`src/common/mips_pkg.sv`:
```
package mips_pkg;

	localparam int XLEN       = 32;
	localparam int REG_ADDR_W = 5;

	localparam logic [XLEN-1:0] TEXT_BASE = 32'h8002_0000;

	// Primary opcodes
	localparam logic [5:0] OP_RTYPE = 6'b000000;
	localparam logic [5:0] OP_J     = 6'b000010;
	localparam logic [5:0] OP_BEQ   = 6'b000100;
	localparam logic [5:0] OP_BNE   = 6'b000101;
	localparam logic [5:0] OP_ADDIU = 6'b001001;
	localparam logic [5:0] OP_ORI   = 6'b001101;
	localparam logic [5:0] OP_LUI   = 6'b001111;
	localparam logic [5:0] OP_LW    = 6'b100011;
	localparam logic [5:0] OP_SW    = 6'b101011;

	// R-type function field
	localparam logic [5:0] FN_BREAK = 6'b001101;
	localparam logic [5:0] FN_ADDU  = 6'b100001;
	localparam logic [5:0] FN_SUBU  = 6'b100011;
	localparam logic [5:0] FN_AND   = 6'b100100;
	localparam logic [5:0] FN_OR    = 6'b100101;
	localparam logic [5:0] FN_SLT   = 6'b101010;

	typedef struct packed {
		logic [5:0]            opcode;
		logic [REG_ADDR_W-1:0] rs;
		logic [REG_ADDR_W-1:0] rt;
		logic [REG_ADDR_W-1:0] rd;
		logic [4:0]            shamt;
		logic [5:0]            funct;
	} r_insn_t;

	typedef struct packed {
		logic [5:0]            opcode;
		logic [REG_ADDR_W-1:0] rs;
		logic [REG_ADDR_W-1:0] rt;
		logic [15:0]           imm16;
	} i_insn_t;

	typedef struct packed {
		logic [5:0]  opcode;
		logic [25:0] index26;
	} j_insn_t;

	// Same 32-bit word, three field layouts
	typedef union packed {
		r_insn_t r;
		i_insn_t i;
		j_insn_t j;
	} insn_t;

	typedef enum logic [1:0] {
		PC_SEQ,
		PC_BRANCH,
		PC_JUMP
	} pc_sel_t;

	typedef enum logic [2:0] {
		IDLE,
		FETCH,
		DECODE,
		EXECUTE,
		MEMORY,
		WRITEBACK,
		DONE
	} stage_t;

endpackage
```
`src/design/stage_sequencer.sv`:
```
`timescale 1ns/1ps

module stage_sequencer #(
	parameter int MEM_WORDS = 256
) (
	input  logic                             clock,
	input  logic                             arst_n,
	input  logic                             load_req,
	input  logic [mips_pkg::XLEN-1:0]        load_addr,
	input  logic [mips_pkg::XLEN-1:0]        load_data,
	output logic                             load_ack,
	input  logic                             run_req,
	output logic                             run_ack,
	input  logic                             reg_req,
	output logic                             reg_ack,
	input  logic [mips_pkg::XLEN-1:0]        pc,
	input  logic [mips_pkg::XLEN-1:0]        alu_result,
	input  logic                             branch_taken,
	input  logic [mips_pkg::XLEN-1:0]        rt_data,
	input  logic [mips_pkg::XLEN-1:0]        mem_rdata,
	output mips_pkg::insn_t                  insn,
	output logic                             pc_advance,
	output logic                             pc_restart,
	output mips_pkg::pc_sel_t                pc_sel,
	output logic [$clog2(MEM_WORDS)-1:0]     mem_addr,
	output logic [mips_pkg::XLEN-1:0]        mem_wdata,
	output logic                             mem_we,
	output logic [mips_pkg::REG_ADDR_W-1:0]  rf_waddr,
	output logic [mips_pkg::XLEN-1:0]        rf_wdata,
	output logic                             rf_we
);
	import mips_pkg::*;

	localparam int AW = $clog2(MEM_WORDS);

	stage_t          state;
	stage_t          next_state;
	logic [XLEN-1:0] result_q;
	logic            taken_q;
	logic            idle_free;
	logic            load_go;
	logic            reg_go;
	logic            run_go;
	logic            is_lw;
	logic            is_sw;
	logic            is_break;
	logic            writes_reg;

	// One host request at a time, load first, then register read, then run
	assign idle_free = (state == IDLE) && !load_ack && !reg_ack;
	assign load_go   = idle_free && load_req;
	assign reg_go    = idle_free && !load_req && reg_req;
	assign run_go    = idle_free && !load_req && !reg_req && run_req;

	assign is_lw    = (insn.i.opcode == OP_LW);
	assign is_sw    = (insn.i.opcode == OP_SW);
	assign is_break = (insn.r.opcode == OP_RTYPE) && (insn.r.funct == FN_BREAK);

	always_comb begin
		case (insn.r.opcode)
			OP_RTYPE: writes_reg = (insn.r.funct == FN_ADDU) || (insn.r.funct == FN_SUBU) ||
				(insn.r.funct == FN_AND) || (insn.r.funct == FN_OR) || (insn.r.funct == FN_SLT);
			OP_ADDIU, OP_ORI, OP_LUI, OP_LW: writes_reg = 1'b1;
			default: writes_reg = 1'b0; // Unknown opcodes fall through as no-ops
		endcase
	end

	always_comb begin
		case (state)
			IDLE:      next_state = run_go ? FETCH : IDLE;
			FETCH:     next_state = DECODE;
			DECODE:    next_state = EXECUTE;
			EXECUTE:   next_state = (is_lw || is_sw) ? MEMORY : WRITEBACK;
			MEMORY:    next_state = WRITEBACK;
			WRITEBACK: next_state = is_break ? DONE : FETCH;
			DONE:      next_state = run_req ? DONE : IDLE;
			default:   next_state = IDLE;
		endcase
	end

	always_ff @(posedge clock or negedge arst_n) begin
		if (!arst_n) begin
			state    <= IDLE;
			load_ack <= 1'b0;
			reg_ack  <= 1'b0;
		end else begin
			state    <= next_state;
			load_ack <= load_go || (load_ack && load_req);
			reg_ack  <= reg_go || (reg_ack && reg_req);
		end
	end

	always_ff @(posedge clock) begin
		if (state == DECODE)
			insn <= mem_rdata; // Word fetched in the previous cycle
		if (state == EXECUTE) begin
			result_q <= alu_result;
			taken_q  <= branch_taken;
		end
	end

	assign run_ack    = (state == DONE);
	assign pc_restart = run_go;
	assign pc_advance = (state == WRITEBACK);
	assign pc_sel     = (insn.j.opcode == OP_J) ? PC_JUMP : (taken_q ? PC_BRANCH : PC_SEQ);

	always_comb begin
		case (state)
			IDLE:    mem_addr = load_addr[AW+1:2];
			MEMORY:  mem_addr = result_q[AW+1:2];
			default: mem_addr = pc[AW+1:2];
		endcase
	end

	assign mem_wdata = (state == MEMORY) ? rt_data : load_data;
	assign mem_we    = load_go || ((state == MEMORY) && is_sw);

	assign rf_waddr = (insn.r.opcode == OP_RTYPE) ? insn.r.rd : insn.i.rt;
	assign rf_wdata = is_lw ? mem_rdata : result_q;
	assign rf_we    = (state == WRITEBACK) && writes_reg;

endmodule

```
`config.mk`:
```
export PLATFORM = sky130hd
export DESIGN_NAME = stage_sequencer
export DESIGN_NICKNAME = d
export VERILOG_FILES = /design/src/common/mips_pkg.sv /design/src/design/stage_sequencer.sv
export SDC_FILE = /design/constraint.sdc
export NUM_CORES = 1
export LEC_CHECK = 0
export BUFFER_PORTS_ARGS = -buffer_cell sky130_fd_sc_hd__buf_2
export CAP_MARGIN = 5
export CORE_AREA = 2 2 124 126
export DETAILED_ROUTE_END_ITERATION = 7
export DIE_AREA = 0 0 126 128
export GPL_ROUTABILITY_DRIVEN = 0
export GPL_TIMING_DRIVEN = 0
export PLACE_DENSITY = 0.62
export SETUP_SLACK_MARGIN = 0.02
export SYNTH_ARGS = -nofsm -noshare
export SYNTH_HDL_FRONTEND = slang
export SYNTH_SLANG_ARGS = --single-unit
```
`constraint.sdc`:
```
create_clock -name clock -period 2.7 [get_ports clock]
set_input_delay 0.54 -clock clock [delete_from_list [all_inputs] [get_ports clock]]
set_output_delay 0.54 -clock clock [all_outputs]
set_load 0.01 [all_outputs]
```
# Word level (Yosys, flattened, before mapping)
# Index checks and enable logic that the tools add are counted.
dict set report classes {
  n_eq_ne 18
  mux 12
  n_reduce_logical 27
}
# operator count
set op_table {}
lappend op_table {{two-way mux 32 bit} 2}
lappend op_table {{equality test 6 bit (second input constant)} 7}
lappend op_table {{equality test 6 x 4 -> 1 bit (second input constant)} 4}
lappend op_table {{case mux 3 bit (7 select lines)} 1}
lappend op_table {{case mux 8 bit (2 select lines)} 1}
lappend op_table {{logical AND 1 bit} 12}
lappend op_table {{equality test 3 bit (second input constant)} 3}
lappend op_table {{logical OR 1 bit} 8}
lappend op_table {{equality test 3 x 2 -> 1 bit (second input constant)} 2}
lappend op_table {{equality test 6 x 2 -> 1 bit (second input constant)} 1}
lappend op_table {{zero test 6 bit} 1}
lappend op_table {{two-way mux 3 bit} 2}
lappend op_table {{two-way mux 5 bit} 1}
lappend op_table {{zero test 1 bit} 4}
lappend op_table {{OR reduction 4 bit} 1}
lappend op_table {{equality test 3 x 1 -> 1 bit (second input constant)} 1}
lappend op_table {{zero test 3 bit} 1}
lappend op_table {{two-way mux 1 bit} 3}
lappend op_table {{two-way mux 2 bit} 1}
lappend op_table {{case mux 1 bit (2 select lines)} 1}
dict set report totals {
  ff_bits 70
  inputBits 198
  out_inout_bits 118
  wordCells 63
}

# Depth between registers and ports, before layout
dict set report logic_depth {
  depth_word 8
  ltp_mapped 6
  depth_no_buf 5
}

# Worst setup path before layout
# Ideal clock, no wire load.
dict set report synth_timing {
  path_kind {reg-to-reg}
  from {reg state[2]}
  to {reg insn[0] (netlist name), enable pin}
  setup_ps 421
  t_arrival_ps 1937
  t_required_ps 2279
  path_slack_ps 342
  stages_incl_launch_ff 4
  path_buffers 0
  period_less_slack_ps 2358
  cell_sequence {dfrtp_1 inv_1 nand2_1 nor2_1}
}
dict set report synth_via {
  elab_chain_cells 1
}
# element line_no
set synth_lines {}
lappend synth_lines {{from (decl)} stage_sequencer.sv:36} ;# stage_t state;
lappend synth_lines {{from (signal assigned)} stage_sequencer.sv:87} ;# state <= next_state;
lappend synth_lines {{equality test 3 x 2 -> 1 bit} stage_sequencer.sv:94} ;# if (state == DECODE)
lappend synth_lines {{to (signal assigned)} stage_sequencer.sv:95} ;# insn <= mem_rdata;
lappend synth_lines {{to (decl)} stage_sequencer.sv:21} ;# output mips_pkg::insn_t insn,
# No other way between the ends.
# A chain may end at the register's enable or synchronous reset.

# Final worst setup path
dict set report layout_timing {
  from {reg state[1]}
  to {out mem_wdata[18] (netlist name)}
}
dict set report layout_via {
  elab_chain_cells 2
}
# element line_no
set layout_lines {}
lappend layout_lines {{equality test 3 bit} stage_sequencer.sv:115} ;# assign mem_wdata = (state == MEMORY) ? rt_data : load_data;
lappend layout_lines {{two-way mux 32 bit} stage_sequencer.sv:115}
lappend layout_lines {{to (decl)} stage_sequencer.sv:26} ;# output logic [mips_pkg::XLEN-1:0] mem_wdata,
# No other way between the ends.

==> metrics.md <==
| Metric | Value |
|---|---|
| Worst-path cell chain | `or2_4 -> clkbuf_8 -> nor2_4 -> buf_6 -> mux2_2 -> buf_6` |
| Syn Nets | `434` |
| Pin count of the biggest net entering global routing | `28` |
| Layout fillers | `1,470` |
| Post-DP Area | `0.00499 sq mm` |
| Commonest non-fill, non-tap cells in the layout | `buf_2, edfxtp_1, mux2_2` |
| Worst EP required | `2.16 ns` |
| Share of cells above drive strength 1 | `71.7%` |
| Row Count | `45` |
| Root buf cell | `clkbuf_16` |
| Max frequency | `383 MHz` |
| Worst Path Max Fanout | `8` |
| Static Leak | `2.57 nW` |
| Max VDD drop | `456 uV` |
| Max cap viols | `0` |
| Clk slew on worst S/H paths | `0.06 ns` |
| Die Height | `128 microns` |
| Actual slew at the worst max-slew pin | `0.737 ns` |
| Vias in the first global route | `3,264` |
| Hold WC Path Type | `primary input to flip-flop` |
| Residual DRC | `0` |
| Critical path launch point type | `flip-flop` |
| Final Critical Period | `2.61 ns` |
| Post-Syn Area | `0.00335 sq mm` |
| Initial core utilization | `22.6%` |
| Total die area | `0.0161 sq mm` |
| H-tree Lvls | `3` |
| Count of final setup violators | `0` |
| WS Path Type | `flip-flop to output port` |
| Area leader, netlist | `edfxtp_1` |
| Flops & latches, synth | `70` |
| Area grow syn2layout | `69.4%` |
| PwrDens | `869 mW/mm^2` |
| Outcome | `finished clean` |
| Crit path DAT | `2.07 ns` |
| I/O Pins | `316` |
| Max-slew headroom | `50.9%` |
| Syn Area/Cell | `14.2 sq um` |
| Initial antenna violation count | `0` |
| DRT iter0 DRCs | `90` |
| # diodes | `0` |
| Synth area leaders | `edfxtp_1, mux2_2, dfrtp_1, nand2_1, mux2i_1` |
| Vias/cell | `4.29` |
| Post-route cell area | `0.00568 sq mm` |
| Drt total wl | `11,500 microns` |
| Setup WS post-layout | `0.0865 ns` |
| Post-Place Setup Slack | `-0.350 ns` |
| Sequential share of the synthesized area | `61.9%` |
| Clk Latency, worst-skew pair | `0.34 ns` |
| Worst Skew | `0.00654 ns` |
| Via count | `3,140` |
| Max-slew violations | `0` |
| Global-route wire length before repair | `17,000 microns` |
| Clock Tree Buf Depth | `2` |
| Worst Setup End Kind | `output port` |
| Num CTS Buffers | `9` |
| Multi-input logic area | `0.00131 sq mm` |
| CTS tree | `yes` |
| Post-Syn Instances | `236` |
| Final Cycle Share | `96.8%` |
| Pre-Repair DR Iteration Count | `4` |
| # port buffers | `267` |
| Core area | `0.0149 sq mm` |
| RSZ-0062 raised after global routing | `yes` |
| Final nets | `737` |
| GRT Overall Usage | `13.8%` |
| Most common cell after layout, fill and taps aside | `buf_2` |
| Reg area | `0.00208 sq mm` |
| Gr ovfl total | `0` |
| Synth Warn # | `0` |
| Slowest stage delay, CP | `0.41 ns` |
| Detailed placer's ending HPWL | `8870 microns` |
| Post-synth top area share | `58.2%` |
| Final ANT Viol Nets | `0` |
| Most common cell on crit path | `buf_6` |
| Final number of hold-violating endpoints | `0` |
| Die Wd | `126 microns` |
| Clock Sinks | `70` |
| Worst path slowest cell | `dfrtp_2` |
| Post-synthesis cell type count | `30` |
| Drt wl/cell | `15.7 microns` |
cells by family (layout without fill, tap and decap cells):
| kind of cell | after synthesis | count (layout) | synth area share [%] |
|---|---|---|---|
| multiplexers | 72 | 72 | 23.9 |
| buffers and inverters | 14 | 322 | 1.72 |
| flip-flops | 70 | 70 | 61.9 |
| AND/OR/NAND/NOR | 63 | 63 | 9.59 |
| AO/OA/AOI/OAI | 17 | 17 | 2.87 |
flip-flops by register name, indices dropped and copies added, names as in the netlist:
name and count:
insn 32, result_q 32, state 3, load_ack 1, reg_ack 1, taken_q 1
path summary, 6_finish.rpt:
path                            slack, ns  cells past startpoint      startpoint       endpoint
worst max-delay path                 0.09                      6        state[1]  mem_wdata[18]
worst min-delay path                 0.38                      1  alu_result[21]   result_q[21]
worst max register to register       0.24                      6        insn[26]       state[0]
worst min register to register       0.56                      2        load_ack       load_ack
max in group asynchronous            2.01                      2          arst_n       state[1]
min in group asynchronous            0.54                      2          arst_n        reg_ack
synthesized netlist by cell type, drive strengths merged:
cell,count
o21ba,1
mux2,64
nand2,26
a21oi,5
nor3,5
nor3b,4
or2,2
nor2,8
mux2i,8
or3,1
nand3,2
nand4,1
nand3b,2
o21bai,1
and2,1
nand2b,4
edfxtp,65
or4,4
clkbuf,6
nor4b,1
nand4b,1
o21ai,9
nor2b,1
o32ai,1
dfrtp,5
inv,4
buf,4
power breakdown:
group | total (W) | internal (W) | switching, W | leakage (nW)
clock network | 0.00117 | 0.000717 | 0.000455 | 0.136
registers | 0.00171 | 0.00156 | 0.000146 | 0.662
logic | 0.00205 | 0.000986 | 0.00106 | 1.77
total | 0.00493 | 0.00327 | 0.00167 | 2.57
routing by layer:
metal,vias to the layer above,global-route usage [%],part of all wire (%)
met4,0,5.11,1.8
met3,14,4.88,9.4
met5,-,0,0
met2,180,25.2,52
li1,1498,-,-
met1,1448,14.5,37
timing repair:
item / 4_1_cts / 5_1_grt
setup endpoints to repair: 80 / 68
setup buffers: 11 / 8
hold endpoints to repair: 5 / 0
pin swaps: 4 / 3
hold buffers: 1 / 0
resized for setup: 45 / 16
cloned: 3 / 0
layout make-up:
| type | count | share of cell area [%] |
|---|---|---|
| inverters | 4 | 0.264 |
| repair buffers | 292 | 28.9 |
| plain buffers | 10 | 1.89 |
| well taps | 188 | 4.14 |
| multi-input cells | 152 | 23.1 |
| clock buffers | 11 | 4.10 |
| clock inverters | 5 | 1.04 |
| flip-flops and latches | 70 | 36.6 |
per-stage QoR:
step           cells  hold slack, ns  util [%]  power (W)  TNS [ns]
2_1_floorplan    236           0.244         -    0.00265         0
3_3_place_gp     691           0.359      33.1    0.00341    -54.89
3_5_place_dp     693           0.364      33.6    0.00352    -15.42
4_1_cts          724           0.357      37.4    0.00491         0
5_1_grt          732           0.354      38.2    0.00521         0
6_report         732           0.375      38.2    0.00493         0
critical path, delay by kind of cell, from the launching register on:
family / cells / cell delay, ns
flip-flops: 1 / 0.41
AND/OR/NAND/NOR: 2 / 0.52
multiplexers: 1 / 0.35
buffers and inverters: 3 / 0.45
Power figures use the tool's default switching activity.
