==> src/common/mips_pkg.sv <==
package mips_pkg;

	localparam int XLEN       = 32;
	localparam int REG_ADDR_W = 5;

	localparam logic [XLEN-1:0] TEXT_BASE = 32'h8002_0000;

	// Primary opcodes
	localparam logic [5:0] OP_RTYPE = 6'b000000;
	localparam logic [5:0] OP_J     = 6'b000010;
	localparam logic [5:0] OP_BEQ   = 6'b000100;
	localparam logic [5:0] OP_BNE   = 6'b000101;
	localparam logic [5:0] OP_ADDIU = 6'b001001;
	localparam logic [5:0] OP_ORI   = 6'b001101;
	localparam logic [5:0] OP_LUI   = 6'b001111;
	localparam logic [5:0] OP_LW    = 6'b100011;
	localparam logic [5:0] OP_SW    = 6'b101011;

	// R-type function field
	localparam logic [5:0] FN_BREAK = 6'b001101;
	localparam logic [5:0] FN_ADDU  = 6'b100001;
	localparam logic [5:0] FN_SUBU  = 6'b100011;
	localparam logic [5:0] FN_AND   = 6'b100100;
	localparam logic [5:0] FN_OR    = 6'b100101;
	localparam logic [5:0] FN_SLT   = 6'b101010;

	typedef struct packed {
		logic [5:0]            opcode;
		logic [REG_ADDR_W-1:0] rs;
		logic [REG_ADDR_W-1:0] rt;
		logic [REG_ADDR_W-1:0] rd;
		logic [4:0]            shamt;
		logic [5:0]            funct;
	} r_insn_t;

	typedef struct packed {
		logic [5:0]            opcode;
		logic [REG_ADDR_W-1:0] rs;
		logic [REG_ADDR_W-1:0] rt;
		logic [15:0]           imm16;
	} i_insn_t;

	typedef struct packed {
		logic [5:0]  opcode;
		logic [25:0] index26;
	} j_insn_t;

	// Same 32-bit word, three field layouts
	typedef union packed {
		r_insn_t r;
		i_insn_t i;
		j_insn_t j;
	} insn_t;

	typedef enum logic [1:0] {
		PC_SEQ,
		PC_BRANCH,
		PC_JUMP
	} pc_sel_t;

	typedef enum logic [2:0] {
		IDLE,
		FETCH,
		DECODE,
		EXECUTE,
		MEMORY,
		WRITEBACK,
		DONE
	} stage_t;

endpackage
==> src/design/register_file.sv <==
`timescale 1ns/1ps

module register_file (
	input  logic                            clock,
	input  logic                            arst_n,
	input  logic [mips_pkg::REG_ADDR_W-1:0] rs_addr,
	input  logic [mips_pkg::REG_ADDR_W-1:0] rt_addr,
	input  logic [mips_pkg::REG_ADDR_W-1:0] dbg_addr,
	output logic [mips_pkg::XLEN-1:0]       rs_data,
	output logic [mips_pkg::XLEN-1:0]       rt_data,
	output logic [mips_pkg::XLEN-1:0]       dbg_data,
	input  logic [mips_pkg::REG_ADDR_W-1:0] waddr,
	input  logic [mips_pkg::XLEN-1:0]       wdata,
	input  logic                            we
);
	import mips_pkg::*;

	localparam int NREGS = 2**REG_ADDR_W;

	logic [XLEN-1:0] regs [1:NREGS-1]; // No storage behind $zero

	always_ff @(posedge clock or negedge arst_n) begin
		if (!arst_n) begin
			for (int i = 1; i < NREGS; i++)
				regs[i] <= '0;
		end else if (we && (waddr != '0)) begin
			regs[waddr] <= wdata;
		end
	end

	// Combinational reads
	assign rs_data  = (rs_addr == '0) ? '0 : regs[rs_addr];
	assign rt_data  = (rt_addr == '0) ? '0 : regs[rt_addr];
	assign dbg_data = (dbg_addr == '0) ? '0 : regs[dbg_addr];

endmodule

==> config.mk <==
export PLATFORM = sky130hd
export DESIGN_NAME = register_file
export DESIGN_NICKNAME = d
export VERILOG_FILES = /design/src/common/mips_pkg.sv /design/src/design/register_file.sv
export SDC_FILE = /design/constraint.sdc
export NUM_CORES = 2
export LEC_CHECK = 0
export BUFFER_PORTS_ARGS = -buffer_cell sky130_fd_sc_hd__buf_2
export CAP_MARGIN = 15
export CORE_MARGIN = 4
export CORE_UTILIZATION = 58
export CTS_CLUSTER_DIAMETER = 100
export CTS_CLUSTER_SIZE = 8
export DETAILED_ROUTE_END_ITERATION = 8
export PLACE_DENSITY = 0.76
export SYNTH_ARGS = -nofsm -noshare
export SYNTH_HDL_FRONTEND = slang
export SYNTH_SLANG_ARGS = --single-unit
==> constraint.sdc <==
create_clock -name clock -period 1.28 [get_ports clock]
set_input_delay 0 -clock clock [delete_from_list [all_inputs] [get_ports clock]]
set_output_delay 0 -clock clock [all_outputs]
set_load 0.02 [all_outputs]
After elaboration in Yosys (flattened, before gate mapping) --
Cells that the tools add are included.
Storage, ports and cells: bits of input ports 55, word-level logic and storage cells 61, output and inout bits 96, bits in registers 992
Operators by class: $lt $le $gt $ge 5, muxes and demuxes 15, reductions and logical operators 6, bitwise logic cells 4
Operator list (number):
- 992-bit bitwise mux | 1
- 32-bit binary-select mux with 5-bit select | 3
- 32-bit 2-to-1 mux | 10
- 32-bit demux with 5-bit select | 1
- 6-bit greater-or-equal comparator, second input constant | 4
- 5-bit inverter with 6-bit output | 4
- 5-bit logical NOT | 3
- 6-bit by 1-bit < comparator with 1-bit output, second input constant | 1
- 5-bit nonzero test | 1
- 1-bit logical AND | 2

Logic depth before layout (Yosys ltp) --
word-level depth 6, gate-level depth with buffers 9

Worst setup path before layout --
OpenSTA, ideal clock, no wires.
kind in2out, from in rt_addr[0] (netlist name), to out rt_data[15] (netlist name), stages on the path 8, path slack -0.329 ns, arrival 1.609 ns, cell sequence buf_4 buf_2 buf_4 mux4_2 nand2_1 nand2_1 o211ai_1 o21ai_0
Between the ends: cells in the longest elaborated chain, start to end 5, elaborated cells on any way between the ends 6
RTL lines:
- start, declared | RTL line register_file.sv:7 | input logic [mips_pkg::REG_ADDR_W-1:0] rt_addr,
- 5-bit inverter with 6-bit output (not written as such) | RTL line register_file.sv:33 | assign rt_data = (rt_addr == '0) ? '0 : regs[rt_addr];
- 32-bit binary-select mux with 5-bit select | RTL line register_file.sv:33
- 32-bit 2-to-1 mux (not written as such) (2 in series) | RTL line register_file.sv:33
- 32-bit 2-to-1 mux * | RTL line register_file.sv:33
- end, declared | RTL line register_file.sv:10 | output logic [mips_pkg::XLEN-1:0] rt_data,
Every way passes the cells marked *; elsewhere a longest branch is shown, timed or not. The select of a mux whose other input is x is not followed.

Worst setup path in the final report --
from reg regs[786] (netlist name), to out rs_data[18] (netlist name)
Between the ends: cells in the longest elaborated chain, start to end 4
RTL lines:
- start, declared | RTL line register_file.sv:20 | logic [XLEN-1:0] regs [1:NREGS-1];
- start signal, assigned by index | RTL line register_file.sv:27 | regs[waddr] <= wdata;
- 32-bit binary-select mux with 5-bit select | RTL line register_file.sv:32 | assign rs_data = (rs_addr == '0) ? '0 : regs[rs_addr];
- 32-bit 2-to-1 mux (not written as such) (2 in series) | RTL line register_file.sv:32
- 32-bit 2-to-1 mux | RTL line register_file.sv:32
- end, declared | RTL line register_file.sv:9 | output logic [mips_pkg::XLEN-1:0] rs_data,
Every way passes these cells. The select of a mux whose other input is x is not followed.

==> impl_results.html <==
<table>
<tr><th>Metric</th><th>Value</th></tr>
<tr><th colspan="2">Timing</th></tr>
<tr><td>Final Setup Violations</td><td>96</td></tr>
<tr><td>Worst-case headroom to the max-slew limit</td><td>36.53%</td></tr>
<tr><td>Final hold slack</td><td>0.05000 ns</td></tr>
<tr><td>Final setup slack of the worst path</td><td>-1.424 ns</td></tr>
<tr><td>Worst Clk Skew</td><td>0 ns</td></tr>
<tr><td>Crit path time final</td><td>2.704 ns</td></tr>
<tr><td>Highest Clock Rate</td><td>369.8 MHz</td></tr>
<tr><td>Transition time of the tightest slew-check pin</td><td>0.9505 ns</td></tr>
<tr><td>Final count of pins violating max slew</td><td>0</td></tr>
<tr><td>Share of the cycle needed by the critical path after routing</td><td>211.3%</td></tr>
<tr><td>Unrepaired setup endpoints after global routing</td><td>yes</td></tr>
<tr><td>Hold Violations, Final</td><td>0</td></tr>
<tr><th colspan="2">Clocking</th></tr>
<tr><td>CTS max path bufs</td><td>3</td></tr>
<tr><td>Maximum level of the CTS H-tree</td><td>4</td></tr>
<tr><td>Total clock buffers created by CTS</td><td>141</td></tr>
<tr><td>Clock transition at path regs</td><td>0.05 ns</td></tr>
<tr><td>Buffer cell driving the clock tree root</td><td>sky130_fd_sc_hd__clkbuf_16</td></tr>
<tr><td>Number of sinks driven by the clock tree</td><td>992</td></tr>
<tr><td>TritonCTS clock tree</td><td>built</td></tr>
<tr><td>Clock latency reported for the late side of the worst-skew pair</td><td>0.73 ns</td></tr>
<tr><th colspan="2">Worst setup path</th></tr>
<tr><td>Largest fanout on the critical path</td><td>2</td></tr>
<tr><td>CP Data Required Time</td><td>1.28 ns</td></tr>
<tr><td>Longest individual stage delay on the worst path</td><td>0.49 ns</td></tr>
<tr><td>Kind of end point of the critical path</td><td>primary output</td></tr>
<tr><td>Critical path type</td><td>flip-flop to primary output</td></tr>
<tr><td>Count of buffer and inverter cells on the critical path</td><td>1</td></tr>
<tr><td>Crit path max-delay cell type</td><td>sky130_fd_sc_hd__mux4_2</td></tr>
<tr><td>Endpoint arrival time on the critical path</td><td>2.70 ns</td></tr>
<tr><td>Ordered cell list for the critical path</td><td>mux4_2 &gt; mux2_2 &gt; a21oi_2 &gt; o211ai_1 &gt; buf_4</td></tr>
<tr><td>Startpoint kind of the worst setup timing path</td><td>flip-flop</td></tr>
<tr><td>Kind of cell adding the most delay to the critical path</td><td>multiplexers</td></tr>
<tr><th colspan="2">Cells and area</th></tr>
<tr><td>Most used cells in the layout excluding fill and tap cells</td><td>sky130_fd_sc_hd__mux2_2 (1103), sky130_fd_sc_hd__dfrtp_1 (992), sky130_fd_sc_hd__buf_4 (741)</td></tr>
<tr><td>Leading registers by flop count</td><td>regs (992)</td></tr>
<tr><td>Post-layout nets</td><td>5500</td></tr>
<tr><td>Final cell count without fillers</td><td>6853</td></tr>
<tr><td>Commonest non-fill, non-tap cell in the layout</td><td>sky130_fd_sc_hd__mux2_2</td></tr>
<tr><td>Layout cells sized above 1</td><td>60.10%</td></tr>
<tr><td>Flip-flop count of the largest register, all copies and words added</td><td>992</td></tr>
<tr><td>Filler cell count in the final layout</td><td>6207</td></tr>
<tr><td>Synthesis-to-finish area growth</td><td>26.85%</td></tr>
<tr><td>Largest reg by FF count</td><td>regs</td></tr>
<tr><th colspan="2">Die</th></tr>
<tr><td>Area of the placeable core</td><td>105400 um^2</td></tr>
<tr><td>Total number of placement rows</td><td>119</td></tr>
<tr><td>I/O pin cnt</td><td>151</td></tr>
<tr><td>Starting density of the core</td><td>58.52%</td></tr>
<tr><td>Overall die width</td><td>334.1 um</td></tr>
<tr><td>Chip Height</td><td>334.1 um</td></tr>
<tr><td>Overall die area</td><td>111700 um^2</td></tr>
<tr><th colspan="2">Logic synthesis</th></tr>
<tr><td>Area leader, netlist</td><td>sky130_fd_sc_hd__dfrtp_1</td></tr>
<tr><td>Top_reg_cell synth</td><td>sky130_fd_sc_hd__dfrtp_1</td></tr>
<tr><td>Share of synthesized area occupied by flip-flops and latches</td><td>40.24%</td></tr>
<tr><td>Yosys Warn Count</td><td>0</td></tr>
<tr><td>Number of enable flip-flop cells after synthesis</td><td>0</td></tr>
<tr><td>Number of distinct library cell variants in the gate-level netlist after synthesis</td><td>40</td></tr>
<tr><td>Area contributors post-synth</td><td>sky130_fd_sc_hd__dfrtp_1 (40%), sky130_fd_sc_hd__mux4_2 (21%), sky130_fd_sc_hd__mux2_2 (20%)</td></tr>
<tr><td>Cells after synthesis</td><td>4648</td></tr>
<tr><td>Syn_nets</td><td>4703</td></tr>
<tr><td>Top-area cell type share of the netlist area</td><td>40.24%</td></tr>
<tr><td>Share of flip-flops with an asynchronous set or reset after synthesis</td><td>100.0%</td></tr>
<tr><td>Synthesized flop and latch total</td><td>992</td></tr>
<tr><td>Syn_area_per_cell</td><td>13.27 um^2</td></tr>
<tr><td>Cell area after synthesis</td><td>61690 um^2</td></tr>
<tr><th colspan="2">Global route</th></tr>
<tr><td>GR Util All Layers</td><td>42.15%</td></tr>
<tr><td>Global-route wire length before repair</td><td>347.7 mm</td></tr>
<tr><td>Vias in the first global route</td><td>53040</td></tr>
<tr><td>Number of antenna violations at the first check in global routing</td><td>7</td></tr>
<tr><td>Sum of overflow across all layers after global routing</td><td>0</td></tr>
<tr><td>Maximum number of pins on one net before global-route repair</td><td>64</td></tr>
<tr><th colspan="2">Drt</th></tr>
<tr><td>Wire length per cell after detailed routing</td><td>34.64 um</td></tr>
<tr><td>Routed via count</td><td>51378</td></tr>
<tr><td>Count of routing violations after the opening detailed-route iteration</td><td>7512</td></tr>
<tr><td>DRT Wirelength</td><td>237.4 mm</td></tr>
<tr><td>DRC violations left</td><td>0</td></tr>
<tr><td>First-pass iteration count of the detailed router</td><td>9</td></tr>
<tr><td>Mean number of vias per cell</td><td>7.497</td></tr>
<tr><td>Antenna Nets Post-Route</td><td>0</td></tr>
<tr><th colspan="2">Outcome</th></tr>
<tr><td>Outcome</td><td>finished, violations left</td></tr>
<tr><td>Violated checks</td><td>setup timing</td></tr>
<tr><th colspan="2">Placed design</th></tr>
<tr><td>Input/output buffers</td><td>150</td></tr>
<tr><td>HPWL Detailed</td><td>154.8 mm</td></tr>
<tr><td>GP Congestion</td><td>0.9450</td></tr>
<tr><td>Placed Instances</td><td>6602</td></tr>
<tr><th colspan="2">Pwr</th></tr>
<tr><td>Reported leakage power</td><td>34.31 nW</td></tr>
<tr><td>Peak ir drop on the vdd network</td><td>1.216 mV</td></tr>
<tr><td>Total power divided by cell area</td><td>1425 nW/um^2</td></tr>
<tr><td>Post-route total power</td><td>111.5 mW</td></tr>
<tr><th colspan="2">Hold path</th></tr>
<tr><td>Hold Crit Class</td><td>input port to flip-flop</td></tr>
<tr><th colspan="2">Job</th></tr>
<tr><td>Total of max-cap violations</td><td>0</td></tr>
</table>
-- synthesized netlist by cell type (51+ instances only) --
master / instances
sky130_fd_sc_hd__o211ai_1: 69
sky130_fd_sc_hd__dfrtp_1: 992
sky130_fd_sc_hd__buf_2: 134
sky130_fd_sc_hd__nand3_1: 69
sky130_fd_sc_hd__nor3_1: 69
sky130_fd_sc_hd__buf_1: 99
sky130_fd_sc_hd__nor2b_1: 101
sky130_fd_sc_hd__mux2i_1: 215
sky130_fd_sc_hd__nor2_1: 97
sky130_fd_sc_hd__mux2_2: 1107
sky130_fd_sc_hd__a221oi_1: 90
sky130_fd_sc_hd__buf_4: 51
sky130_fd_sc_hd__mux4_2: 585
sky130_fd_sc_hd__o21ai_0: 79
sky130_fd_sc_hd__a21oi_1: 195
sky130_fd_sc_hd__clkbuf_1: 219
sky130_fd_sc_hd__nand2_1: 346
-- cell families after synthesis --
group	after synthesis	synth area share, %
multiplexers	1913	45.31
AND/OR/NAND/NOR	708	5.131
flip-flops	992	40.24
buffers and inverters	514	3.831
AO/OA/AOI/OAI	521	5.496
-- tightest hold or removal path: stages --
cell,delay (ns)
sky130_fd_sc_hd__buf_2,0.10
sky130_fd_sc_hd__nor3b_1,0.12
sky130_fd_sc_hd__nand2_2,0.14
sky130_fd_sc_hd__buf_4,0.22
sky130_fd_sc_hd__mux2_2,0.18
-- path summary, 6_finish.rpt --
path                                       startpoint                    end  depth (start not counted)  slack (ns)
worst min-delay path                         waddr[3]  regs[820]$_DFFE_PN0P_                          5        0.05
worst min register to register  regs[290]$_DFFE_PN0P_  regs[290]$_DFFE_PN0P_                          1        0.55
min in group asynchronous                      arst_n  regs[103]$_DFFE_PN0P_                          4        0.26
worst max register to register  regs[575]$_DFFE_PN0P_  regs[575]$_DFFE_PN0P_                          3        0.21
worst max-delay path            regs[786]$_DFFE_PN0P_            rs_data[18]                          5       -1.42
max in group asynchronous                      arst_n  regs[160]$_DFFE_PN0P_                          5        0.08
-- where the power goes --
group          total (mW)  internal [mW]  switching [mW]
Clock                33.7           19.9            13.8
Sequential           43.8           37.6            6.19
Combinational        34.0           19.6            14.4
Total                 111           77.1            34.4
-- layer usage --
metal  up-vias  share of wire, %  track usage, %
li1      19505                 -               -
met2      4556                43           60.51
met4         8               9.1           31.05
met1     25877                34           52.95
met5         -             0.024               0
met3      1432                14           15.17
-- metrics by stage --
step | worst slack, ns | setup TNS, ns | utilization [%] | cell area (um^2)
2_1_floorplan | -0.1832 | -5.855 | - | 62680
3_3_place_gp | -0.7002 | -310.49 | 68.60 | 72320
3_5_place_dp | -0.7203 | -329.12 | 68.60 | 72320
4_1_cts | -1.315 | -286.08 | 73.56 | 77540
5_1_grt | -1.412 | -107.84 | 74.22 | 78240
6_report | -1.424 | -103.93 | 74.24 | 78260
-- layout make-up --
type                       count  area, um^2  area share [%]
multi-input combinational   3142       35910           45.88
sequential                   992       24820           31.72
timing repair buffer        1166       12030           15.37
clock buffer                 146        3654           4.669
tap                         1391        1740           2.224
clock inverter                 6       75.07         0.09593
antenna                        8       20.02         0.02558
inverter                       2       12.51         0.01599
-- repair_timing --
action / in CTS / in global routing
setup endpoints to repair: 96 / 1052
pin swaps: 144 / 115
hold buffers: 36 / 2
gates resized for setup: 263 / 128
buffers inserted: 35 / 26
hold endpoints to repair: 1984 / 6
Power figures use the tool's default switching activity.
