### config.mk
export PLATFORM = sky130hd
export DESIGN_NAME = pc_counter
export DESIGN_NICKNAME = d
export VERILOG_FILES = /design/src/common/mips_pkg.sv /design/src/design/pc_counter.sv
export SDC_FILE = /design/constraint.sdc
export NUM_CORES = 1
export LEC_CHECK = 0
export BUFFER_PORTS_ARGS = -buffer_cell sky130_fd_sc_hd__buf_2
export CORE_MARGIN = 2
export CORE_UTILIZATION = 29
export CTS_CLUSTER_DIAMETER = 100
export DETAILED_ROUTE_END_ITERATION = 6
export HOLD_SLACK_MARGIN = 0.06
export SLEW_MARGIN = 20
export SYNTH_ARGS = -nofsm -noshare
export SYNTH_HDL_FRONTEND = slang
export SYNTH_SLANG_ARGS = --single-unit
### constraint.sdc
create_clock -name clock -period 6.05 [get_ports clock]
set_input_delay 0.3025 -clock clock [delete_from_list [all_inputs] [get_ports clock]]
set_output_delay 0.3025 -clock clock [all_outputs]
set_load 0.01 [all_outputs]
### src/common/mips_pkg.sv
package mips_pkg;

	localparam int XLEN       = 32;
	localparam int REG_ADDR_W = 5;

	localparam logic [XLEN-1:0] TEXT_BASE = 32'h8002_0000;

	// Primary opcodes
	localparam logic [5:0] OP_RTYPE = 6'b000000;
	localparam logic [5:0] OP_J     = 6'b000010;
	localparam logic [5:0] OP_BEQ   = 6'b000100;
	localparam logic [5:0] OP_BNE   = 6'b000101;
	localparam logic [5:0] OP_ADDIU = 6'b001001;
	localparam logic [5:0] OP_ORI   = 6'b001101;
	localparam logic [5:0] OP_LUI   = 6'b001111;
	localparam logic [5:0] OP_LW    = 6'b100011;
	localparam logic [5:0] OP_SW    = 6'b101011;

	// R-type function field
	localparam logic [5:0] FN_BREAK = 6'b001101;
	localparam logic [5:0] FN_ADDU  = 6'b100001;
	localparam logic [5:0] FN_SUBU  = 6'b100011;
	localparam logic [5:0] FN_AND   = 6'b100100;
	localparam logic [5:0] FN_OR    = 6'b100101;
	localparam logic [5:0] FN_SLT   = 6'b101010;

	typedef struct packed {
		logic [5:0]            opcode;
		logic [REG_ADDR_W-1:0] rs;
		logic [REG_ADDR_W-1:0] rt;
		logic [REG_ADDR_W-1:0] rd;
		logic [4:0]            shamt;
		logic [5:0]            funct;
	} r_insn_t;

	typedef struct packed {
		logic [5:0]            opcode;
		logic [REG_ADDR_W-1:0] rs;
		logic [REG_ADDR_W-1:0] rt;
		logic [15:0]           imm16;
	} i_insn_t;

	typedef struct packed {
		logic [5:0]  opcode;
		logic [25:0] index26;
	} j_insn_t;

	// Same 32-bit word, three field layouts
	typedef union packed {
		r_insn_t r;
		i_insn_t i;
		j_insn_t j;
	} insn_t;

	typedef enum logic [1:0] {
		PC_SEQ,
		PC_BRANCH,
		PC_JUMP
	} pc_sel_t;

	typedef enum logic [2:0] {
		IDLE,
		FETCH,
		DECODE,
		EXECUTE,
		MEMORY,
		WRITEBACK,
		DONE
	} stage_t;

endpackage
### src/design/pc_counter.sv
`timescale 1ns/1ps

module pc_counter (
	input  logic                      clock,
	input  logic                      arst_n,
	input  logic                      pc_advance,
	input  logic                      pc_restart,
	input  mips_pkg::pc_sel_t         pc_sel,
	input  mips_pkg::insn_t           insn,
	output logic [mips_pkg::XLEN-1:0] pc
);
	import mips_pkg::*;

	logic [XLEN-1:0] pc_plus4;
	logic [XLEN-1:0] branch_target;
	logic [XLEN-1:0] jump_target;
	logic [XLEN-1:0] pc_next;

	assign pc_plus4 = pc + XLEN'(4);

	// Word offset relative to the following instruction
	assign branch_target = pc_plus4 + {{(XLEN-18){insn.i.imm16[15]}}, insn.i.imm16, 2'b00};

	// Stays inside the current 256 MB region
	assign jump_target = {pc_plus4[XLEN-1:28], insn.j.index26, 2'b00};

	always_comb begin
		case (pc_sel)
			PC_BRANCH: pc_next = branch_target;
			PC_JUMP:   pc_next = jump_target;
			default:   pc_next = pc_plus4;
		endcase
	end

	always_ff @(posedge clock or negedge arst_n) begin
		if (!arst_n)
			pc <= TEXT_BASE;
		else if (pc_restart)
			pc <= TEXT_BASE; // Every run starts over
		else if (pc_advance)
			pc <= pc_next;
	end

endmodule

# --- Yosys cells after proc, flatten, opt, wreduce, memory -nomap -nowiden ---
# Index checks and enable logic that the tools add are counted.
totals:
  in_bits: 38
  elab_cells: 9
  reg_bits: 32
  output_inout_bits: 32
classes:
  reduce_logical: 1
  n_addsub: 2
  mux: 3
  eq_ne: 2
op_table:
  columns: ["op", "n"]
  rows:
  - ["$mux W32", 2]
  - ["$pmux W32 S2", 1]
  - ["$add A32 B3 Y32 const B", 1]
  - ["$add A32 B32 Y32", 1]
  - ["$eq A2 B1 Y1 const B", 1]
  - ["$eq A2 B2 Y1 const B", 1]
  - ["$reduce_bool A2 Y1", 1]

# --- Depth between registers and ports, before layout ---
# Gate-level depths: netlist (run 1).
depth:
  word_depth: 5
  depth_mapped: 15
  ltp_nobuf: 14

# --- Worst setup path after synthesis (run 1) ---
# OpenSTA, ideal clock, no wires.
synth_timing:
  path_type: "register to register"
  startpoint: "register pc[4] (netlist bit)"
  endpoint: "register pc[31] (netlist bit)"
  required_time_ns: 5.990
  path_slack_ns: 2.397
  setup_time_ns: 0.060
  arrival_time_ns: 3.593
  path_stages_with_launch: 16
  synth_period_minus_slack_ns: 3.653
  n_path_buf: 2
  cell_sequence: "dfrtp_1 > and4_1 > clkbuf_1 > and4_1 > and2_1 > buf_2 > nand3_1 > xnor2_1 > ha_1 > nand2_1 > or2_2 > o22ai_1 > a2111o_1 > a221o_1 > a2111oi_2 > a211o_1"
synth_via:
  elab_chain_len: 5
synth_rtl:
  columns: ["item", "line", "text"]
  rows:
  - ["start: declaration", "pc_counter.sv:10", "output logic [mips_pkg::XLEN-1:0] pc"]
  - ["start signal: assignment", "pc_counter.sv:41", "pc <= pc_next;"]
  - ["$add A32 B3 Y32 (*)", "pc_counter.sv:19", "assign pc_plus4 = pc + XLEN'(4);"]
  - ["$add A32 B32 Y32", "pc_counter.sv:22", "assign branch_target = pc_plus4 + {{(XLEN-18){insn.i.imm16[15]}}, insn.i.imm16, 2'b00};"]
  - ["$pmux W32 S2 (*)", "pc_counter.sv:28", "case (pc_sel)"]
  - ["$mux W32 (*)", "pc_counter.sv:40", "else if (pc_advance)"]
  - ["$mux W32 (*)", "pc_counter.sv:38", "else if (pc_restart)"]
# Mark *: on every way between the ends. The rest lies on a longest branch, timed or not. The select of a mux whose other input is x is not followed.
# A chain may end at the register's enable or synchronous reset.

# --- Final worst setup path (run 1) ---
layout_timing:
  startpoint: "register pc[5] (netlist bit)"
  endpoint: "register pc[31] (netlist bit)"
# The elaborated chain is that of the path after synthesis.

==> results of run 1 <==
==> area by class of cell <==
type	count	area, um^2	area share
Clock inverter	1	5.005	0.001111
Tap cell	176	220.2	0.04888
Timing Repair Buffer	64	327.8	0.07276
Sequential cell	30	753.2	0.1672
Inverter	18	67.56	0.01500
Multi-Input combinational cell	433	2989	0.6634
Clock buffer	7	142.6	0.03166
==> cells in the final DEF (no fill, tap or decap), types with 5 or more instances in the layout <==
cell and n:
xor2_1 15, dfrtp_1 28, o21ai_1 5, nand3_1 14
o21ai_0 24, a22oi_1 7, xnor2_1 31, clkbuf_16 5
nor2_1 43, a211oi_1 6, a21o_1 18, a21oi_1 39
o22ai_1 13, and3_1 11, and4_1 7, nor3_1 12
nand2_1 42, inv_1 18, a221oi_1 18, ha_1 37
nand4_1 12, a31oi_1 6, buf_2 61
==> power groups by stage <==
| stage | Combinational [uW] | Sequential [uW] | Clock [uW] |
|---|---|---|---|
| final | 347 | 243 | 266 |
| after global routing | 387 | 247 | 274 |
| after CTS | 344 | 243 | 269 |
| after detailed placement | 342 | 247 | 0 |
| after global placement | 336 | 246 | 0 |
| after floorplan | 240 | 247 | 0 |
==> cells by family (layout without fill, tap and decap cells) <==
family	Yosys count	in the layout	synth area share
AO/OA/AOI/OAI	175	175	0.3080
AND/OR/NAND/NOR	166	166	0.2101
buffers and inverters	47	90	0.04719
XOR/XNOR	46	46	0.1027
adder cells (fa/ha/maj)	38	38	0.1231
flip-flops	30	30	0.1920
multiplexers	6	6	0.01594
other	1	2	0.0009557
==> Yosys cell counts, drive strengths merged (3+ instances only) <==
cell      n  area share
buf       4      0.0061
o21ai    29       0.037
nor4      4      0.0064
and2      4      0.0064
o31ai     3      0.0057
a21o     18       0.034
xnor2    31       0.069
or3       4      0.0064
ha       37        0.12
and3     12       0.020
a2111oi   3      0.0083
a221oi   18       0.040
o21bai    4      0.0077
nand3    14       0.018
clkbuf   25       0.024
o22ai    13       0.021
inv      18       0.017
a21oi    39       0.050
nand2    42       0.040
a31oi     6      0.0096
nor3     12       0.015
nand4    12       0.019
nor2     43       0.041
o21a      4      0.0077
a211oi    8       0.018
o41ai     3      0.0086
xor2     15       0.033
nor2b     3      0.0048
dfrtp    28        0.18
and4      7       0.016
mux2i     4       0.010
a22oi     7       0.013
==> stage by stage <==
step           instance area (um^2)  total power [uW]    util  worst slack [ns]
3_3_place_gp                   4358             582.2  0.3291             1.853
2_1_floorplan                  3928             486.9       -             2.397
4_1_cts                        4506             856.6  0.3402             1.838
5_1_grt                        4506             907.9  0.3402             1.576
3_5_place_dp                   4358             588.7  0.3291             1.881
6_report                       4506             856.7  0.3402             1.784
==> final timing paths <==
path                                 endpoint         startpoint
hold reg to reg             pc[6]$_DFFE_PN0P_  pc[6]$_DFFE_PN0P_
setup / recovery           pc[31]$_DFFE_PN1P_  pc[5]$_DFFE_PN0P_
setup reg to reg           pc[31]$_DFFE_PN1P_  pc[5]$_DFFE_PN0P_
min in group clock         pc[23]$_DFFE_PN0P_           insn[21]
max in group asynchronous  pc[18]$_DFFE_PN0P_             arst_n
hold / removal              pc[4]$_DFFE_PN0P_             arst_n
==> worst max-delay path, delay by kind of cell (launching register included) <==
| kind | cells | cell delay (ns) |
|---|---|---|
| fa+ha+maj | 1 | 0.31 |
| simple gates | 3 | 1.21 |
| compound gates | 7 | 1.97 |
| xor+xnor | 1 | 0.26 |
| flops | 1 | 0.45 |
==> routing by layer <==
layer | GRT usage | routed length, um
met1 | 0.2407 | 5987
met2 | 0.3072 | 6221
met3 | 0.02217 | 658
met4 | 0.06831 | 326
met5 | 0 | 0
==> out/metrics.csv, run 1 <==
metric;value;unit
status;completed;
Cells after DPL;721;
GRT Total Usage;0.1830;
Synth async-reset ratio;1.000;
I/O Buffers;61;
fmax;0.2344;GHz
CTS tree;done;
actual slew at the worst max-slew pin;0.8087;ns
H-tree levels;2;
synth unique cells;66;
Vias;4187;
Skew-Pair Late Insertion Delay;0.28;ns
VDD IR max;0.08554;mV
EDFF count, synth;0;
fin crit share;0.7052;
Top reg by flops;pc;
largest net degree at the start of global routing;43;
WP data required;6.28;ns
DRC;0;
Hold Fails Final Rpt;0;
Clock transition at path regs;0.06;ns
leakage;0.002127;uW
root buf cell;clkbuf_16;
Row Count;42;
Antenna diodes;0;
GR Overflow Total;0;
Largest regs;pc: 30 flops;
worst hold path class;in -> async;
post-detail-place hpwl;9.483;mm
Int Pwr;518.3;uW
Vias/cell;5.743;
CP max stage cell;a2111o_1;
switching share of total power;0.3950;
max reg flops;30;
post-synthesis cell area;0.003924;mm^2
crit-path cells;and4_1 > and4_1 > and2_1 > xnor2_1 > ha_1 > a21o_1 > a21oi_1 > o22ai_1 > a2111o_1 > a221o_1 > a2111oi_2 > a211o_1;
IO Count;70;
fillcell total;1443;
Main synth FF type;dfrtp_1;
TNS Setup;0;ns
wire per inst;18.10;um
vias in the first global route;4089;
total wire length;13.19;mm
initial antenna violation count;0;
Net Sw Power;338.4;uW
post-synthesis register bit count;30;
RSZ-0062 raised after global routing;no;
PwrDens;190.1;mW/mm^2
Seq/Total Area, Yosys;0.1920;
clk_skew;0.001548;ns
setup bufs post-CTS;0;
DRT iter0 DRCs;370;
Slew HR;0.4609;
worst reg-to-reg path cell count;12;
routability cong.;0.9171;
Post-Layout Cell Count;729;
Num CTS Buffers;5;
Critical Path Start Type;register;
Final setup viols;0;
yosys warns;0;
Nets;628;
CTS sink cnt;30;
R2R setup slack;1.78;ns
minimum clock period;4.266;ns
Setup CP Type;reg -> reg;
share of total power in the clock network;0.311;
Die X;120.3;um
DRT Pass-1 Iters;5;
Max Transition Viols Final;0;
Starting Density;0.2963;
Worst Path Max Fanout;9;
Crit. End Element;register;
most used cell, CP;and4_1;
Post-CTS Hold Buffers;0;
Mapped Cells;509;
WP data arrival;4.49;ns
total die area;0.01448;mm^2
post-cts resize count;0;
Flop pwr share;0.284;
syn_area_per_cell;7.709;um^2
Antenna Violating Nets Remaining;0;
max-cap viol count;0;
Min Hold Slack;0.08994;ns
Die Y;120.3;um
Worst path max stage delay;0.46;ns
clk buf depth;2;
area grow syn2layout;14.83;%
CORE AREA;0.01324;mm^2
first-pass GRT wire length;21.31;mm
share of layout cells above drive strength 1;0.1501;
Comb power frac;0.405;
Note: power is estimated with default switching activity, not from simulation.
==> run 2: changes to the inputs <==
==> constraint.sdc (replaced) <==
create_clock -name clock -period 4.02 [get_ports clock]
set_input_delay 0.201 -clock clock [delete_from_list [all_inputs] [get_ports clock]]
set_output_delay 0.201 -clock clock [all_outputs]
set_load 0.01 [all_outputs]
==> out/metrics.csv, run 2 (synthesized netlist as in run 1, its figures left out) <==
metric;value;unit;change
total wire length;14.00;mm;+6.1%
CORE AREA;0.01324;mm^2;unchanged
RSZ-0062 raised after global routing;no;;
first-pass GRT wire length;22.21;mm;+4.2%
clk_skew;0.005830;ns;+0.004283 ns
root buf cell;clkbuf_16;;
Worst Path Max Fanout;6;;-3
worst hold path class;in -> reg;;
TNS Setup;0;ns;unchanged
Die Y;120.3;um;unchanged
I/O Buffers;61;;unchanged
WP data arrival;4.01;ns;-0.48 ns
Num CTS Buffers;5;;unchanged
vias in the first global route;4385;;+7.2%
minimum clock period;3.789;ns;-0.4776 ns
Setup CP Type;reg -> reg;;
commonest non-fill, non-tap cells in the layout;buf_2 (61), nor2_1 (43), nand2_1 (42);;
status;completed;;
DRC;0;;unchanged
GR Overflow Total;0;;unchanged
largest net degree at the start of global routing;43;;unchanged
Vias/cell;5.816;;+1.3%
Slew HR;0.4412;;-0.01974
setup bufs post-CTS;0;;unchanged
fin crit share;0.9425;;+0.2373
Clock transition at path regs;0.06;ns;about the same
Reg area;754.5;um^2;+0.17%
final worst slack;0.2311;ns;-1.552 ns
IO Count;70;;unchanged
Antenna diodes;0;;unchanged
H-tree levels;2;;unchanged
WP data required;4.25;ns;-2.03 ns
Vias;4426;;+5.7%
Starting Density;0.2963;;unchanged
area grow syn2layout;22.07;%;
wire per inst;18.40;um;+1.7%
share of layout cells above drive strength 1;0.2137;;+0.06358
post-detail-place hpwl;10.49;mm;+11%
Hold Fails Final Rpt;0;;unchanged
actual slew at the worst max-slew pin;0.8383;ns;+0.02960 ns
Crit. End Element;register;;
Nets;660;;+5.1%
Critical Path Start Type;register;;
DRT Pass-1 Iters;5;;unchanged
Setup WS pre-CTS;0.1377;ns;-1.743 ns
CTS sink cnt;30;;unchanged
Multi-input gate area;0.003030;mm^2;+1.4%
commonest non-fill, non-tap cell in the layout;buf_2;;
Skew-Pair Late Insertion Delay;0.29;ns;about the same
max reg flops;30;;unchanged
initial antenna violation count;0;;unchanged
routability cong.;0.9029;;-1.5%
Largest regs;pc: 30 flops;;
Top reg by flops;pc;;
CTS tree;done;;
clk buf depth;2;;unchanged
leakage;0.002315;uW;+8.8%
GRT Total Usage;0.1928;;+0.009788
VDD IR max;0.1355;mV;+58%
PwrDens;278.9;mW/mm^2;+47%
Antenna Violating Nets Remaining;0;;unchanged
total die area;0.01448;mm^2;unchanged
Max Transition Viols Final;0;;unchanged
fmax;0.2639;GHz;+13%
Final setup viols;0;;unchanged
fillcell total;1409;;-2.4%
Row Count;42;;unchanged
Die X;120.3;um;unchanged
DRT iter0 DRCs;385;;+4.1%
max-cap viol count;0;;unchanged
run 2: cell count changes in the layout (fill, tap and decap cells not counted), sizes merged:
cell	before	now
buf	64	95
dlygate4sd3	0	1
clkbuf	7	8
clkinv	1	0
run 2: layer usage:
metal | vias to the layer above | GRT usage | wire (um) | part of all wire
met4 | 0 | 0.09084 | 507 | 0.036
met1 | 2124 | 0.2405 | 5952 | 0.43
met2 | 191 | 0.3288 | 6628 | 0.47
li1 | 2075 | - | - | -
met5 | - | 0 | 0 | 0
met3 | 36 | 0.02547 | 915 | 0.065
run 2: power breakdown:
part           leakage (uW)  switching [uW]  internal (uW)
registers          0.000394            31.0            327
clock network     0.0000712             147            247
logic               0.00185             342            242
total               0.00232             519            817
run 2: path summary, 6_finish.rpt:
| path | from | to | slack [ns] | cells past startpoint |
|---|---|---|---|---|
| max reg2reg | pc[14]$_DFFE_PN0P_ | pc[31]$_DFFE_PN1P_ | 0.23 | 12 |
| min | insn[21] | pc[23]$_DFFE_PN0P_ | 0.21 | 3 |
| min in group asynchronous | arst_n | pc[26]$_DFFE_PN0P_ | 0.54 | 2 |
| max | pc[14]$_DFFE_PN0P_ | pc[31]$_DFFE_PN1P_ | 0.23 | 12 |
| max in group asynchronous | arst_n | pc[10]$_DFFE_PN0P_ | 2.96 | 2 |
| min reg2reg | pc[17]$_DFFE_PN1P_ | pc[17]$_DFFE_PN1P_ | 0.59 | 2 |
run 2: layout make-up:
type	count	area share
clock buffer	8	0.03056
inverter	18	0.01411
multi-input combinational	433	0.6327
sequential	30	0.1575
tap	176	0.04598
timing repair buffer	96	0.1191
run 2: what timing repair did:
item / CTS / global route
hold buffers: 1 / 0
resized for setup: 0 / 14
endpoints found under the setup margin: 0 / 4
endpoints found under the hold margin: 28 / 0
run 2: critical path: stages (launching register included):
cell       delay (ns)
dfrtp_1          0.45
and4_1           0.30
and4_2           0.33
and2_2           0.25
nand2_1          0.12
xnor2_1          0.24
ha_1             0.35
a21oi_1          0.22
o22ai_1          0.09
a2111o_1         0.43
a221o_1          0.41
a2111oi_2        0.38
a211o_1          0.14
run 2: metrics by stage:
step / area [um^2] / hold slack (ns) / power, uW / cells / utilization
after floorplan: 3928 / -0.09459 / 732.8 / 510 / -
after global placement: 4591 / 0.3039 / 917.6 / 752 / 0.3467
after detailed placement: 4591 / 0.3227 / 931.4 / 752 / 0.3467
after CTS: 4747 / 0.2016 / 1331 / 761 / 0.3585
after global routing: 4790 / 0.2203 / 1414 / 761 / 0.3617
final: 4790 / 0.2075 / 1336 / 761 / 0.3617
